`src/rtl/csr_pkg.sv`:
```
`default_nettype none

package csr_pkg;

  // Architectural machine CSR addresses
  localparam logic [11:0] csr_addr_mstatus  = 12'h300;
  localparam logic [11:0] csr_addr_mie      = 12'h304;
  localparam logic [11:0] csr_addr_mtvec    = 12'h305;
  localparam logic [11:0] csr_addr_mscratch = 12'h340;
  localparam logic [11:0] csr_addr_mepc     = 12'h341;
  localparam logic [11:0] csr_addr_mcause   = 12'h342;
  localparam logic [11:0] csr_addr_mip      = 12'h344;

  // Slots inside the CSR array, mcause sits at 0 so unknown addresses land there
  localparam logic [2:0] idx_mcause   = 3'd0;
  localparam logic [2:0] idx_mtvec    = 3'd1;
  localparam logic [2:0] idx_mscratch = 3'd2;
  localparam logic [2:0] idx_mstatus  = 3'd3;
  localparam logic [2:0] idx_mepc     = 3'd4;
  localparam logic [2:0] idx_mip      = 3'd5;
  localparam logic [2:0] idx_mie      = 3'd6;
  localparam int         csr_count    = 7;

  localparam int mstatus_mie_bit  = 3;   // Global machine interrupt enable
  localparam int mstatus_mpie_bit = 7;   // Enable stacked on trap entry
  localparam int mip_msi_bit      = 3;   // Software interrupt pending/enable
  localparam int mip_mti_bit      = 7;   // Timer interrupt pending/enable
  localparam int mip_mei_bit      = 11;  // External interrupt pending/enable

  // Encoding follows funct3 of the SYSTEM opcode
  typedef enum logic [2:0] {
    csr_rw  = 3'd1,
    csr_rs  = 3'd2,
    csr_rc  = 3'd3,
    csr_rwi = 3'd5,
    csr_rsi = 3'd6,
    csr_rci = 3'd7
  } csr_op_e;

  localparam logic [4:0] cause_msi     = 5'd3;   // Machine software interrupt
  localparam logic [4:0] cause_mti     = 5'd7;   // Machine timer interrupt
  localparam logic [4:0] cause_mei     = 5'd11;  // Machine external interrupt
  localparam logic [4:0] cause_ecall_m = 5'd11;  // Environment call from M-mode

  // Byte offsets of the timer registers from the block base
  localparam logic [31:0] tmr_off_mtime_lo    = 32'h0;
  localparam logic [31:0] tmr_off_mtime_hi    = 32'h4;
  localparam logic [31:0] tmr_off_mtimecmp_lo = 32'h8;
  localparam logic [31:0] tmr_off_mtimecmp_hi = 32'hC;
  localparam logic [31:0] tmr_off_msip        = 32'h10;

endpackage

`default_nettype wire

```
`src/rtl/csr_alu.sv`:
```
`timescale 1ns/1ns
`default_nettype none

module csr_alu (
  input  wire logic             csr_valid,    // Instruction is a Zicsr op
  input  wire logic             instr_valid,  // Instruction retires this cycle
  input  wire csr_pkg::csr_op_e csr_op,       // funct3 of the instruction
  input  wire logic [4:0]       rs1_idx,      // rs1 field, also the uimm field
  input  wire logic [31:0]      rs1_value,    // Register operand
  input  wire logic [31:0]      csr_old,      // Current CSR contents
  output logic      [31:0]      csr_in,       // Value to store
  output logic                  csr_en        // Store strobe
);

  logic [31:0] operand;   // Register or zero-extended immediate
  logic        op_write;  // Op would modify the CSR

  always_comb begin
    if (csr_op[2]) begin
      operand = {27'b0, rs1_idx};  // Immediate forms carry uimm in the rs1 field
    end else begin
      operand = rs1_value;
    end
  end

  always_comb begin
    csr_in   = csr_old;  // Default keeps the old value
    op_write = 1'b0;
    case (csr_op)
      csr_pkg::csr_rw, csr_pkg::csr_rwi: begin
        csr_in   = operand;            // Plain swap always writes
        op_write = 1'b1;
      end
      csr_pkg::csr_rs, csr_pkg::csr_rsi: begin
        csr_in   = csr_old | operand;  // Set the selected bits
        op_write = (rs1_idx != 5'd0);  // x0 or zero uimm is a pure read
      end
      csr_pkg::csr_rc, csr_pkg::csr_rci: begin
        csr_in   = csr_old & ~operand; // Clear the selected bits
        op_write = (rs1_idx != 5'd0);
      end
      default: begin
        csr_in   = csr_old;            // Reserved funct3 never writes
        op_write = 1'b0;
      end
    endcase
  end

  assign csr_en = instr_valid & csr_valid & op_write;  // Only retiring CSR ops store

endmodule

`default_nettype wire

```
`src/rtl/csr_reg.sv`:
```
`timescale 1ns/1ns
`default_nettype none

module csr_reg (
  input  wire logic        clk,
  input  wire logic        reset_n,
  input  wire logic [31:0] csr_in,      // Software write data from the ALU
  input  wire logic [31:0] mip_in,      // Raw pending lines, sampled every cycle
  input  wire logic [11:0] offset,      // Architectural CSR address
  input  wire logic        csr_en,      // Software write strobe
  input  wire logic        int_action,  // Trap entry this cycle
  input  wire logic        ret_action,  // mret retires this cycle
  input  wire logic        hw_int,      // Trap is an interrupt, not ecall
  input  wire logic [4:0]  int_code,    // Cause code of the trap
  input  wire logic [31:0] current_pc,  // PC of the retiring instruction
  output logic      [31:0] mcause,
  output logic      [31:0] csr_out,     // Old value for rd
  output logic      [31:0] mepc,
  output logic      [31:0] mie,
  output logic      [31:0] mip,
  output logic      [31:0] mtvec,
  output logic             MIE          // Global enable from mstatus
);

  logic [31:0] csr_mem [csr_pkg::csr_count];  // The seven machine CSR words
  logic [2:0]  idx;                           // Array slot of the addressed CSR
  logic        addr_hit;                      // Address names an implemented CSR

  // Address translation, unknown addresses read the mcause slot
  always_comb begin
    addr_hit = 1'b1;
    case (offset)
      csr_pkg::csr_addr_mie:      idx = csr_pkg::idx_mie;
      csr_pkg::csr_addr_mip:      idx = csr_pkg::idx_mip;
      csr_pkg::csr_addr_mepc:     idx = csr_pkg::idx_mepc;
      csr_pkg::csr_addr_mstatus:  idx = csr_pkg::idx_mstatus;
      csr_pkg::csr_addr_mscratch: idx = csr_pkg::idx_mscratch;
      csr_pkg::csr_addr_mtvec:    idx = csr_pkg::idx_mtvec;
      csr_pkg::csr_addr_mcause:   idx = csr_pkg::idx_mcause;
      default: begin
        idx      = csr_pkg::idx_mcause;  // Reads return mcause
        addr_hit = 1'b0;                 // Writes are dropped
      end
    endcase
  end

  assign csr_out = csr_mem[idx];  // Combinational read in the address cycle
  assign mcause  = csr_mem[csr_pkg::idx_mcause];
  assign mepc    = csr_mem[csr_pkg::idx_mepc];
  assign mie     = csr_mem[csr_pkg::idx_mie];
  assign mip     = csr_mem[csr_pkg::idx_mip];
  assign mtvec   = csr_mem[csr_pkg::idx_mtvec];
  assign MIE     = csr_mem[csr_pkg::idx_mstatus][csr_pkg::mstatus_mie_bit];

  always_ff @(posedge clk or negedge reset_n) begin
    if (!reset_n) begin
      for (int i = 0; i < csr_pkg::csr_count; i++) begin
        csr_mem[i] <= 32'b0;  // All CSRs start cleared
      end
    end else begin
      if (int_action) begin
        // Trap entry stacks the enable and disables further interrupts
        csr_mem[csr_pkg::idx_mstatus][csr_pkg::mstatus_mpie_bit] <=
          csr_mem[csr_pkg::idx_mstatus][csr_pkg::mstatus_mie_bit];
        csr_mem[csr_pkg::idx_mstatus][csr_pkg::mstatus_mie_bit] <= 1'b0;
        // Interrupts resume at the same pc, ecall resumes after it
        csr_mem[csr_pkg::idx_mepc]   <= hw_int ? current_pc : current_pc + 32'd4;
        csr_mem[csr_pkg::idx_mcause] <= {hw_int, 26'b0, int_code};  // Bit 31 flags interrupts
      end else if (ret_action) begin
        // mret restores the enable and clears the stacked copy
        csr_mem[csr_pkg::idx_mstatus][csr_pkg::mstatus_mie_bit] <=
          csr_mem[csr_pkg::idx_mstatus][csr_pkg::mstatus_mpie_bit];
        csr_mem[csr_pkg::idx_mstatus][csr_pkg::mstatus_mpie_bit] <= 1'b0;
      end else if (csr_en && addr_hit) begin
        csr_mem[idx] <= csr_in;  // Software write has lowest priority
      end
      csr_mem[csr_pkg::idx_mip] <= mip_in;  // Pending bits follow the sources one cycle late
    end
  end

endmodule

`default_nettype wire

```
`src/rtl/int_control.sv`:
```
`timescale 1ns/1ns
`default_nettype none

module int_control (
  input  wire logic        instr_valid,  // Instruction retires this cycle
  input  wire logic        ecall,        // Retiring instruction is ecall
  input  wire logic        MIE,          // Global enable from mstatus
  input  wire logic [31:0] mie,          // Per-source enables
  input  wire logic [31:0] mip,          // Sampled pending bits
  input  wire logic [31:0] mtvec,        // Trap vector base and mode
  input  wire logic [31:0] mepc,         // Return address for mret
  input  wire logic        mret,         // Retiring instruction is mret
  output logic             int_action,   // Take a trap this cycle
  output logic             hw_int,       // Trap is an interrupt
  output logic      [4:0]  int_code,     // Cause code for mcause
  output logic             redirect,     // Fetch must jump
  output logic      [31:0] redirect_pc   // Jump target
);

  logic [31:0] pending;      // Enabled and pending sources
  logic        ext_pend;
  logic        sw_pend;
  logic        tmr_pend;
  logic [31:0] vec_base;     // mtvec with the mode bits removed
  logic [31:0] trap_target;  // Direct or vectored entry point

  assign pending  = mip & mie & {32{MIE}};  // Global enable gates every source
  assign ext_pend = pending[csr_pkg::mip_mei_bit];
  assign sw_pend  = pending[csr_pkg::mip_msi_bit];
  assign tmr_pend = pending[csr_pkg::mip_mti_bit];

  assign hw_int     = ext_pend | sw_pend | tmr_pend;  // An interrupt beats ecall
  assign int_action = instr_valid & (hw_int | ecall);

  // Fixed priority external, then software, then timer
  always_comb begin
    if (ext_pend) begin
      int_code = csr_pkg::cause_mei;
    end else if (sw_pend) begin
      int_code = csr_pkg::cause_msi;
    end else if (tmr_pend) begin
      int_code = csr_pkg::cause_mti;
    end else begin
      int_code = csr_pkg::cause_ecall_m;  // Only ecall is left
    end
  end

  assign vec_base = {mtvec[31:2], 2'b00};

  always_comb begin
    if (mtvec[1:0] == 2'd1 && hw_int) begin
      trap_target = vec_base + {25'b0, int_code, 2'b00};  // Vectored mode uses base + 4*cause
    end else begin
      trap_target = vec_base;  // Direct mode and all exceptions
    end
  end

  assign redirect = int_action | (instr_valid & mret);

  always_comb begin
    if (int_action) begin
      redirect_pc = trap_target;  // Trap entry wins over mret
    end else begin
      redirect_pc = mepc;
    end
  end

endmodule

`default_nettype wire

```
`src/rtl/machine_timer.sv`:
```
`timescale 1ns/1ns
`default_nettype none

module machine_timer #(
  parameter logic [31:0] TIMER_BASE = 32'h0200_0000  // Word-aligned block base
) (
  input  wire logic        clk,
  input  wire logic        reset_n,
  input  wire logic        bus_sel,    // Bus access this cycle
  input  wire logic        bus_we,     // Access is a write
  input  wire logic [31:0] bus_addr,   // Byte address
  input  wire logic [31:0] bus_wdata,  // Write data
  output logic      [31:0] bus_rdata,  // Read data, combinational
  output logic             timer_irq,  // mtime has reached mtimecmp
  output logic             soft_irq    // msip bit 0
);

  localparam logic [31:0] addr_mtime_lo    = TIMER_BASE + csr_pkg::tmr_off_mtime_lo;
  localparam logic [31:0] addr_mtime_hi    = TIMER_BASE + csr_pkg::tmr_off_mtime_hi;
  localparam logic [31:0] addr_mtimecmp_lo = TIMER_BASE + csr_pkg::tmr_off_mtimecmp_lo;
  localparam logic [31:0] addr_mtimecmp_hi = TIMER_BASE + csr_pkg::tmr_off_mtimecmp_hi;
  localparam logic [31:0] addr_msip        = TIMER_BASE + csr_pkg::tmr_off_msip;

  logic [63:0] mtime;     // Free-running counter
  logic [63:0] mtimecmp;  // Compare value
  logic        msip;      // Software interrupt request
  logic        wr;        // Write strobe for this cycle

  assign wr = bus_sel & bus_we;

  always_ff @(posedge clk or negedge reset_n) begin
    if (!reset_n) begin
      mtime    <= 64'b0;
      mtimecmp <= '1;     // No timer interrupt until software programs it
      msip     <= 1'b0;
    end else begin
      // A word write replaces that half, otherwise the counter advances
      if (wr && bus_addr == addr_mtime_lo) begin
        mtime <= {mtime[63:32], bus_wdata};
      end else if (wr && bus_addr == addr_mtime_hi) begin
        mtime <= {bus_wdata, mtime[31:0]};
      end else begin
        mtime <= mtime + 64'd1;
      end
      if (wr && bus_addr == addr_mtimecmp_lo) begin
        mtimecmp[31:0] <= bus_wdata;
      end
      if (wr && bus_addr == addr_mtimecmp_hi) begin
        mtimecmp[63:32] <= bus_wdata;
      end
      if (wr && bus_addr == addr_msip) begin
        msip <= bus_wdata[0];  // Only bit 0 is implemented
      end
    end
  end

  // Read mux, unmapped or idle accesses return zero
  always_comb begin
    bus_rdata = 32'b0;
    if (bus_sel) begin
      case (bus_addr)
        addr_mtime_lo:    bus_rdata = mtime[31:0];
        addr_mtime_hi:    bus_rdata = mtime[63:32];
        addr_mtimecmp_lo: bus_rdata = mtimecmp[31:0];
        addr_mtimecmp_hi: bus_rdata = mtimecmp[63:32];
        addr_msip:        bus_rdata = {31'b0, msip};
        default:          bus_rdata = 32'b0;
      endcase
    end
  end

  assign timer_irq = (mtime >= mtimecmp);  // Level stays up until mtimecmp moves
  assign soft_irq  = msip;

endmodule

`default_nettype wire

```
`src/rtl/trap_unit_top.sv`:
```
`timescale 1ns/1ns
`default_nettype none

module trap_unit_top #(
  parameter logic [31:0] TIMER_BASE = 32'h0200_0000  // Base address of the timer block
) (
  input  wire logic             clk,
  input  wire logic             reset_n,
  input  wire logic             instr_valid,  // Instruction at current_pc retires
  input  wire logic [31:0]      current_pc,
  input  wire logic             csr_valid,    // Retiring instruction is a CSR op
  input  wire csr_pkg::csr_op_e csr_op,
  input  wire logic [11:0]      csr_addr,
  input  wire logic [4:0]       rs1_idx,
  input  wire logic [31:0]      rs1_value,
  input  wire logic             mret,
  input  wire logic             ecall,
  input  wire logic             ext_irq,      // External interrupt level
  input  wire logic             bus_sel,
  input  wire logic             bus_we,
  input  wire logic [31:0]      bus_addr,
  input  wire logic [31:0]      bus_wdata,
  output logic      [31:0]      rd_value,     // Old CSR value
  output logic      [31:0]      bus_rdata,
  output logic                  redirect,
  output logic      [31:0]      redirect_pc
);

  logic [31:0] csr_in;
  logic        csr_en;
  logic [31:0] mip_in;      // Pending lines in mip bit order
  logic        int_action;
  logic        hw_int;
  logic [4:0]  int_code;
  logic        ret_action;  // mret qualified by retirement
  logic [31:0] mepc;
  logic [31:0] mie;
  logic [31:0] mip;
  logic [31:0] mtvec;
  logic        glob_mie;
  logic        timer_irq;
  logic        soft_irq;

  // Sources land on their architectural mip positions
  always_comb begin
    mip_in                       = 32'b0;
    mip_in[csr_pkg::mip_mei_bit] = ext_irq;
    mip_in[csr_pkg::mip_mti_bit] = timer_irq;
    mip_in[csr_pkg::mip_msi_bit] = soft_irq;
  end

  assign ret_action = mret & instr_valid;

  csr_alu u_csr_alu (
    .csr_valid   (csr_valid),
    .instr_valid (instr_valid),
    .csr_op      (csr_op),
    .rs1_idx     (rs1_idx),
    .rs1_value   (rs1_value),
    .csr_old     (rd_value),
    .csr_in      (csr_in),
    .csr_en      (csr_en)
  );

  csr_reg u_csr_reg (
    .clk        (clk),
    .reset_n    (reset_n),
    .csr_in     (csr_in),
    .mip_in     (mip_in),
    .offset     (csr_addr),
    .csr_en     (csr_en),
    .int_action (int_action),
    .ret_action (ret_action),
    .hw_int     (hw_int),
    .int_code   (int_code),
    .current_pc (current_pc),
    .mcause     (),
    .csr_out    (rd_value),
    .mepc       (mepc),
    .mie        (mie),
    .mip        (mip),
    .mtvec      (mtvec),
    .MIE        (glob_mie)
  );

  int_control u_int_control (
    .instr_valid (instr_valid),
    .ecall       (ecall),
    .MIE         (glob_mie),
    .mie         (mie),
    .mip         (mip),
    .mtvec       (mtvec),
    .mepc        (mepc),
    .mret        (mret),
    .int_action  (int_action),
    .hw_int      (hw_int),
    .int_code    (int_code),
    .redirect    (redirect),
    .redirect_pc (redirect_pc)
  );

  machine_timer #(
    .TIMER_BASE (TIMER_BASE)
  ) u_machine_timer (
    .clk       (clk),
    .reset_n   (reset_n),
    .bus_sel   (bus_sel),
    .bus_we    (bus_we),
    .bus_addr  (bus_addr),
    .bus_wdata (bus_wdata),
    .bus_rdata (bus_rdata),
    .timer_irq (timer_irq),
    .soft_irq  (soft_irq)
  );

endmodule

`default_nettype wire

```
`config.mk`:
```
export PLATFORM = sky130hd
export DESIGN_NAME = trap_unit_top
export DESIGN_NICKNAME = d
export VERILOG_FILES = /design/src/rtl/csr_pkg.sv /design/src/rtl/csr_alu.sv /design/src/rtl/csr_reg.sv /design/src/rtl/int_control.sv /design/src/rtl/machine_timer.sv /design/src/rtl/trap_unit_top.sv
export SDC_FILE = /design/constraint.sdc
export NUM_CORES = 1
export LEC_CHECK = 0
export BUFFER_PORTS_ARGS = -buffer_cell sky130_fd_sc_hd__clkbuf_2
export CORE_MARGIN = 1.5
export CORE_UTILIZATION = 30
export DETAILED_ROUTE_END_ITERATION = 10
export GPL_TIMING_DRIVEN = 1
export SLEW_MARGIN = 20
export SYNTH_ARGS = -nofsm -noshare
export SYNTH_HDL_FRONTEND = slang
export SYNTH_SLANG_ARGS = --single-unit
```
`constraint.sdc`:
```
create_clock -name clk -period 3.31 [get_ports clk]
set_input_delay 0.662 -clock clk [delete_from_list [all_inputs] [get_ports clk]]
set_output_delay 0.662 -clock clk [all_outputs]
set_load 0.05 [all_outputs]
```
==> results.toml <==
[run_status]
status = "complete, but fails checks"
violations = "setup timing"

[timing]
finalWorstSetupSlack_ns = -0.555
rsz0062_at_grt = "yes"
setup_viol_count_final = 31
finalHoldWorstSlack_ns = 0.0381
post-route-period-util_pct = 117
layout_min_cycle_time_ns = 3.86
setup_tns_ns = -11.99
fin_skew_ns = 0.0320
max_freq_ghz = 0.259
worstMarginPinSlew_ns = 1.03
slew_headroom_pct = 31.0
finalHoldViolCount = 0
slew_viol_final = 0

[finish]
nNetsFinal = 2985
area_growth_syn_to_layout_pct = 37.4
stdcell_count = 3732
n_antenna_cell = 0
drive_above_1_share_pct = 32.4
fill_cells = 6922
fin_util_pct = 41.7

[worst_setup_path]
cp.required_ns = 2.65
worst_setup_path_start_kind = "flip-flop"
endpoint_kind = "primary output"
crit_fanout = 6
criticalPathCategory = "reg -> out"
crit_arrival_ns = 3.20

[die]
start_util_pct = 30.3
die_area_sq_um = 72500
core_area_sq_um = 70100
boundaryPins = 254
die_w_um = 269
die_height_um = 269
rows = 97

[yosys]
synth_cells = 2367
ys_seq_elements = 324
synth_edf_count = 0
synth_top_area_share_pct = 30.6
synth_area_leaders = "dfrtp_1 31%, dfstp_2 7.9%, nand2_1 4.6%, mux2_2 4.5%, ha_1 4.1%"
synth_nets = 2593
yosys.cell_types.count = 83
ys_seq_area_share_pct = 38.5
synth_area_sq_um = 21300
ys.flop_type = "dfrtp_1"
async_reset_ff_share_pct = 100
syn_area_per_cell_sq_um = 8.99
ys.warnings.count = 0
synth.largest_area_cell = "dfrtp_1"

[power_and_ir_drop]
power_density_nw_per_um2 = 350
ir_drop_uv = 323
p_leak_nw = 12.0

[cts]
cts_tree = "yes"
cts-root-buf = "clkbuf_16"
cts.path.max_buffers = 3
cts.reportedPaths.clkPinSlew_ns = 0.06
cts_made_buffers = 41
ctsHoldBuffers = 0
cts.sinks = 324
h-tree-depth = 2
insertion_delay_ns = 0.60

[route]
first_iter_violations = 1970
post_drt_wl_per_cell_um = 22.4
post-route-drc-count = 0
vias_per_cell = 5.60
drtPass1Iterations = 8
routed_wl_mm = 83.7
antenna_left = 0
vias = 20900

[placement]
dpl.hpwl_mm = 60.3
placedCellCount = 3631
globalplace.congestion = 0.985
port_buffers = 253

[job]
maxCapViolCount = 0

[global_routing]
antenna_found_initial = 3
grt_usage_pct = 22.3
gr-total-overflow = 0
grt_start_max_net_pins = 86
grt_pass1_vias = 20500
grt_pass1_wl_mm = 127

[min_path]
worstHoldPathType = "in -> async"
## per-stage QoR
step | worst slack (ns) | area (sq um) | power (W)
after floorplan | -0.220 | 21600 | 0.00478
after CTS | -0.564 | 28800 | 0.0103
final | -0.555 | 29200 | 0.0102
after global placement | -0.243 | 26800 | 0.00551
after detailed placement | -0.299 | 26800 | 0.00551
after global routing | -0.658 | 29200 | 0.0105
## cell usage after synthesis (8+ instances only)
master / n
dfrtp_1: 260
mux2i_1: 44
a22oi_1: 10
o21a_1: 9
nor2_1: 174
o31ai_1: 11
o311ai_0: 18
clkbuf_1: 108
nand2b_1: 10
and2_1: 19
nand2_1: 262
buf_2: 20
nand4_1: 43
a21oi_1: 114
nor2b_1: 38
xor2_1: 26
o211ai_1: 9
a221o_1: 13
a21boi_0: 12
nor3_1: 38
and4_1: 12
mux4_2: 31
o22ai_1: 37
a31oi_1: 106
o21ai_0: 171
a211oi_1: 15
ha_1: 69
or3_1: 9
inv_1: 104
a221oi_2: 10
nand3_1: 90
a22o_1: 18
nor4_1: 24
buf_1: 13
o21ai_1: 31
or4_1: 8
dfstp_2: 64
a21o_1: 22
mux2_2: 85
and3_1: 43
xnor2_1: 32
## kinds of logic (layout without fill, tap and decap cells)
family	after synthesis	count (layout)	synth area share, %
compound gates	690	690	21.8
xor+xnor	58	58	2.39
fa+ha+maj	69	69	4.06
buf+inv	257	682	4.90
flops	324	324	38.5
mux	160	160	9.85
simple gates	809	809	18.6
## path summary, 6_finish.rpt
kind                                              start           endpoint  slack [ns]  cells past startpoint
max                                    u_csr_reg.mip[3]    redirect_pc[17]       -0.55                     12
min                                             reset_n  u_csr_reg.mepc[9]        0.04                      1
max reg2reg                u_machine_timer.mtimecmp[19]   u_csr_reg.mip[7]        0.39                     10
min reg2reg                    u_machine_timer.soft_irq   u_csr_reg.mip[3]        0.47                      0
max in group asynchronous                       reset_n  u_csr_reg.mie[13]        2.22                      2
min in group clk                                ext_irq  u_csr_reg.mip[11]        0.29                      1
## critical path, cell delays in order, from the launching register on
cell and delay, ns:
dfrtp_1 0.42, a22o_1 0.24, nor3_2 0.17, ha_1 0.22, o21a_1 0.21, o21ai_4 0.09
buf_4 0.15, buf_6 0.11, a21oi_4 0.31, and4_1 0.26, xnor2_1 0.09, a21oi_2 0.19
buf_12 0.16
## per-layer routing
| layer | vias up | track usage, % | part of all wire, % |
|---|---|---|---|
| met5 | - | 0 | 0.018 |
| li1 | 9556 | - | - |
| met1 | 10200 | 28.5 | 41 |
| met4 | 4 | 7.85 | 3.5 |
| met3 | 179 | 4.28 | 7.8 |
| met2 | 923 | 37.3 | 48 |
## registers in the layout, indices dropped and copies added, names as in the netlist
signal                    cells
u_csr_reg.csr_mem            63
u_csr_reg.MIE                 1
u_csr_reg.mie                32
u_machine_timer.mtime        64
u_machine_timer.soft_irq      1
u_csr_reg.mepc               32
u_machine_timer.mtimecmp     64
u_csr_reg.mip                 3
u_csr_reg.mcause             32
u_csr_reg.mtvec              32
## what timing repair did
item / CTS / global route
endpoints found under the setup margin: 58 / 64
pin swaps: 43 / 38
setup buffers: 9 / 14
cloned: 2 / 2
resized for setup: 105 / 70
endpoints found under the hold margin: 0 / 0
## report_power, final
part	switching (W)	internal, W	total (W)
Combinational	0.000878	0.000574	0.00145
Sequential	0.0000378	0.00402	0.00406
Clock	0.00195	0.00279	0.00474
Total	0.00287	0.00738	0.0102
## placed cells by master (no fill, tap or decap), drive strengths merged, types with 32 or more instances in the layout
cell	n
nand4	43
and3	43
mux2i	44
clkbuf	223
nor2b	38
ha	69
o22ai	37
nand3	90
a31oi	106
o21ai	202
buf	342
nor2	176
dfrtp	260
xnor2	32
nor3	43
a21oi	114
mux2	85
nand2	262
dfstp	64
inv	105
## final cells by class
cell class	instances	area (sq um)	share of cell area, %
multi-input cells	1786	13000	44.5
flip-flops and latches	324	8190	28.0
repair buffers	500	5070	17.3
clock buffers	65	1220	4.16
well taps	940	1180	4.02
inverters	106	398	1.36
clock inverters	11	193	0.659
(Power assumes the default switching activity.)
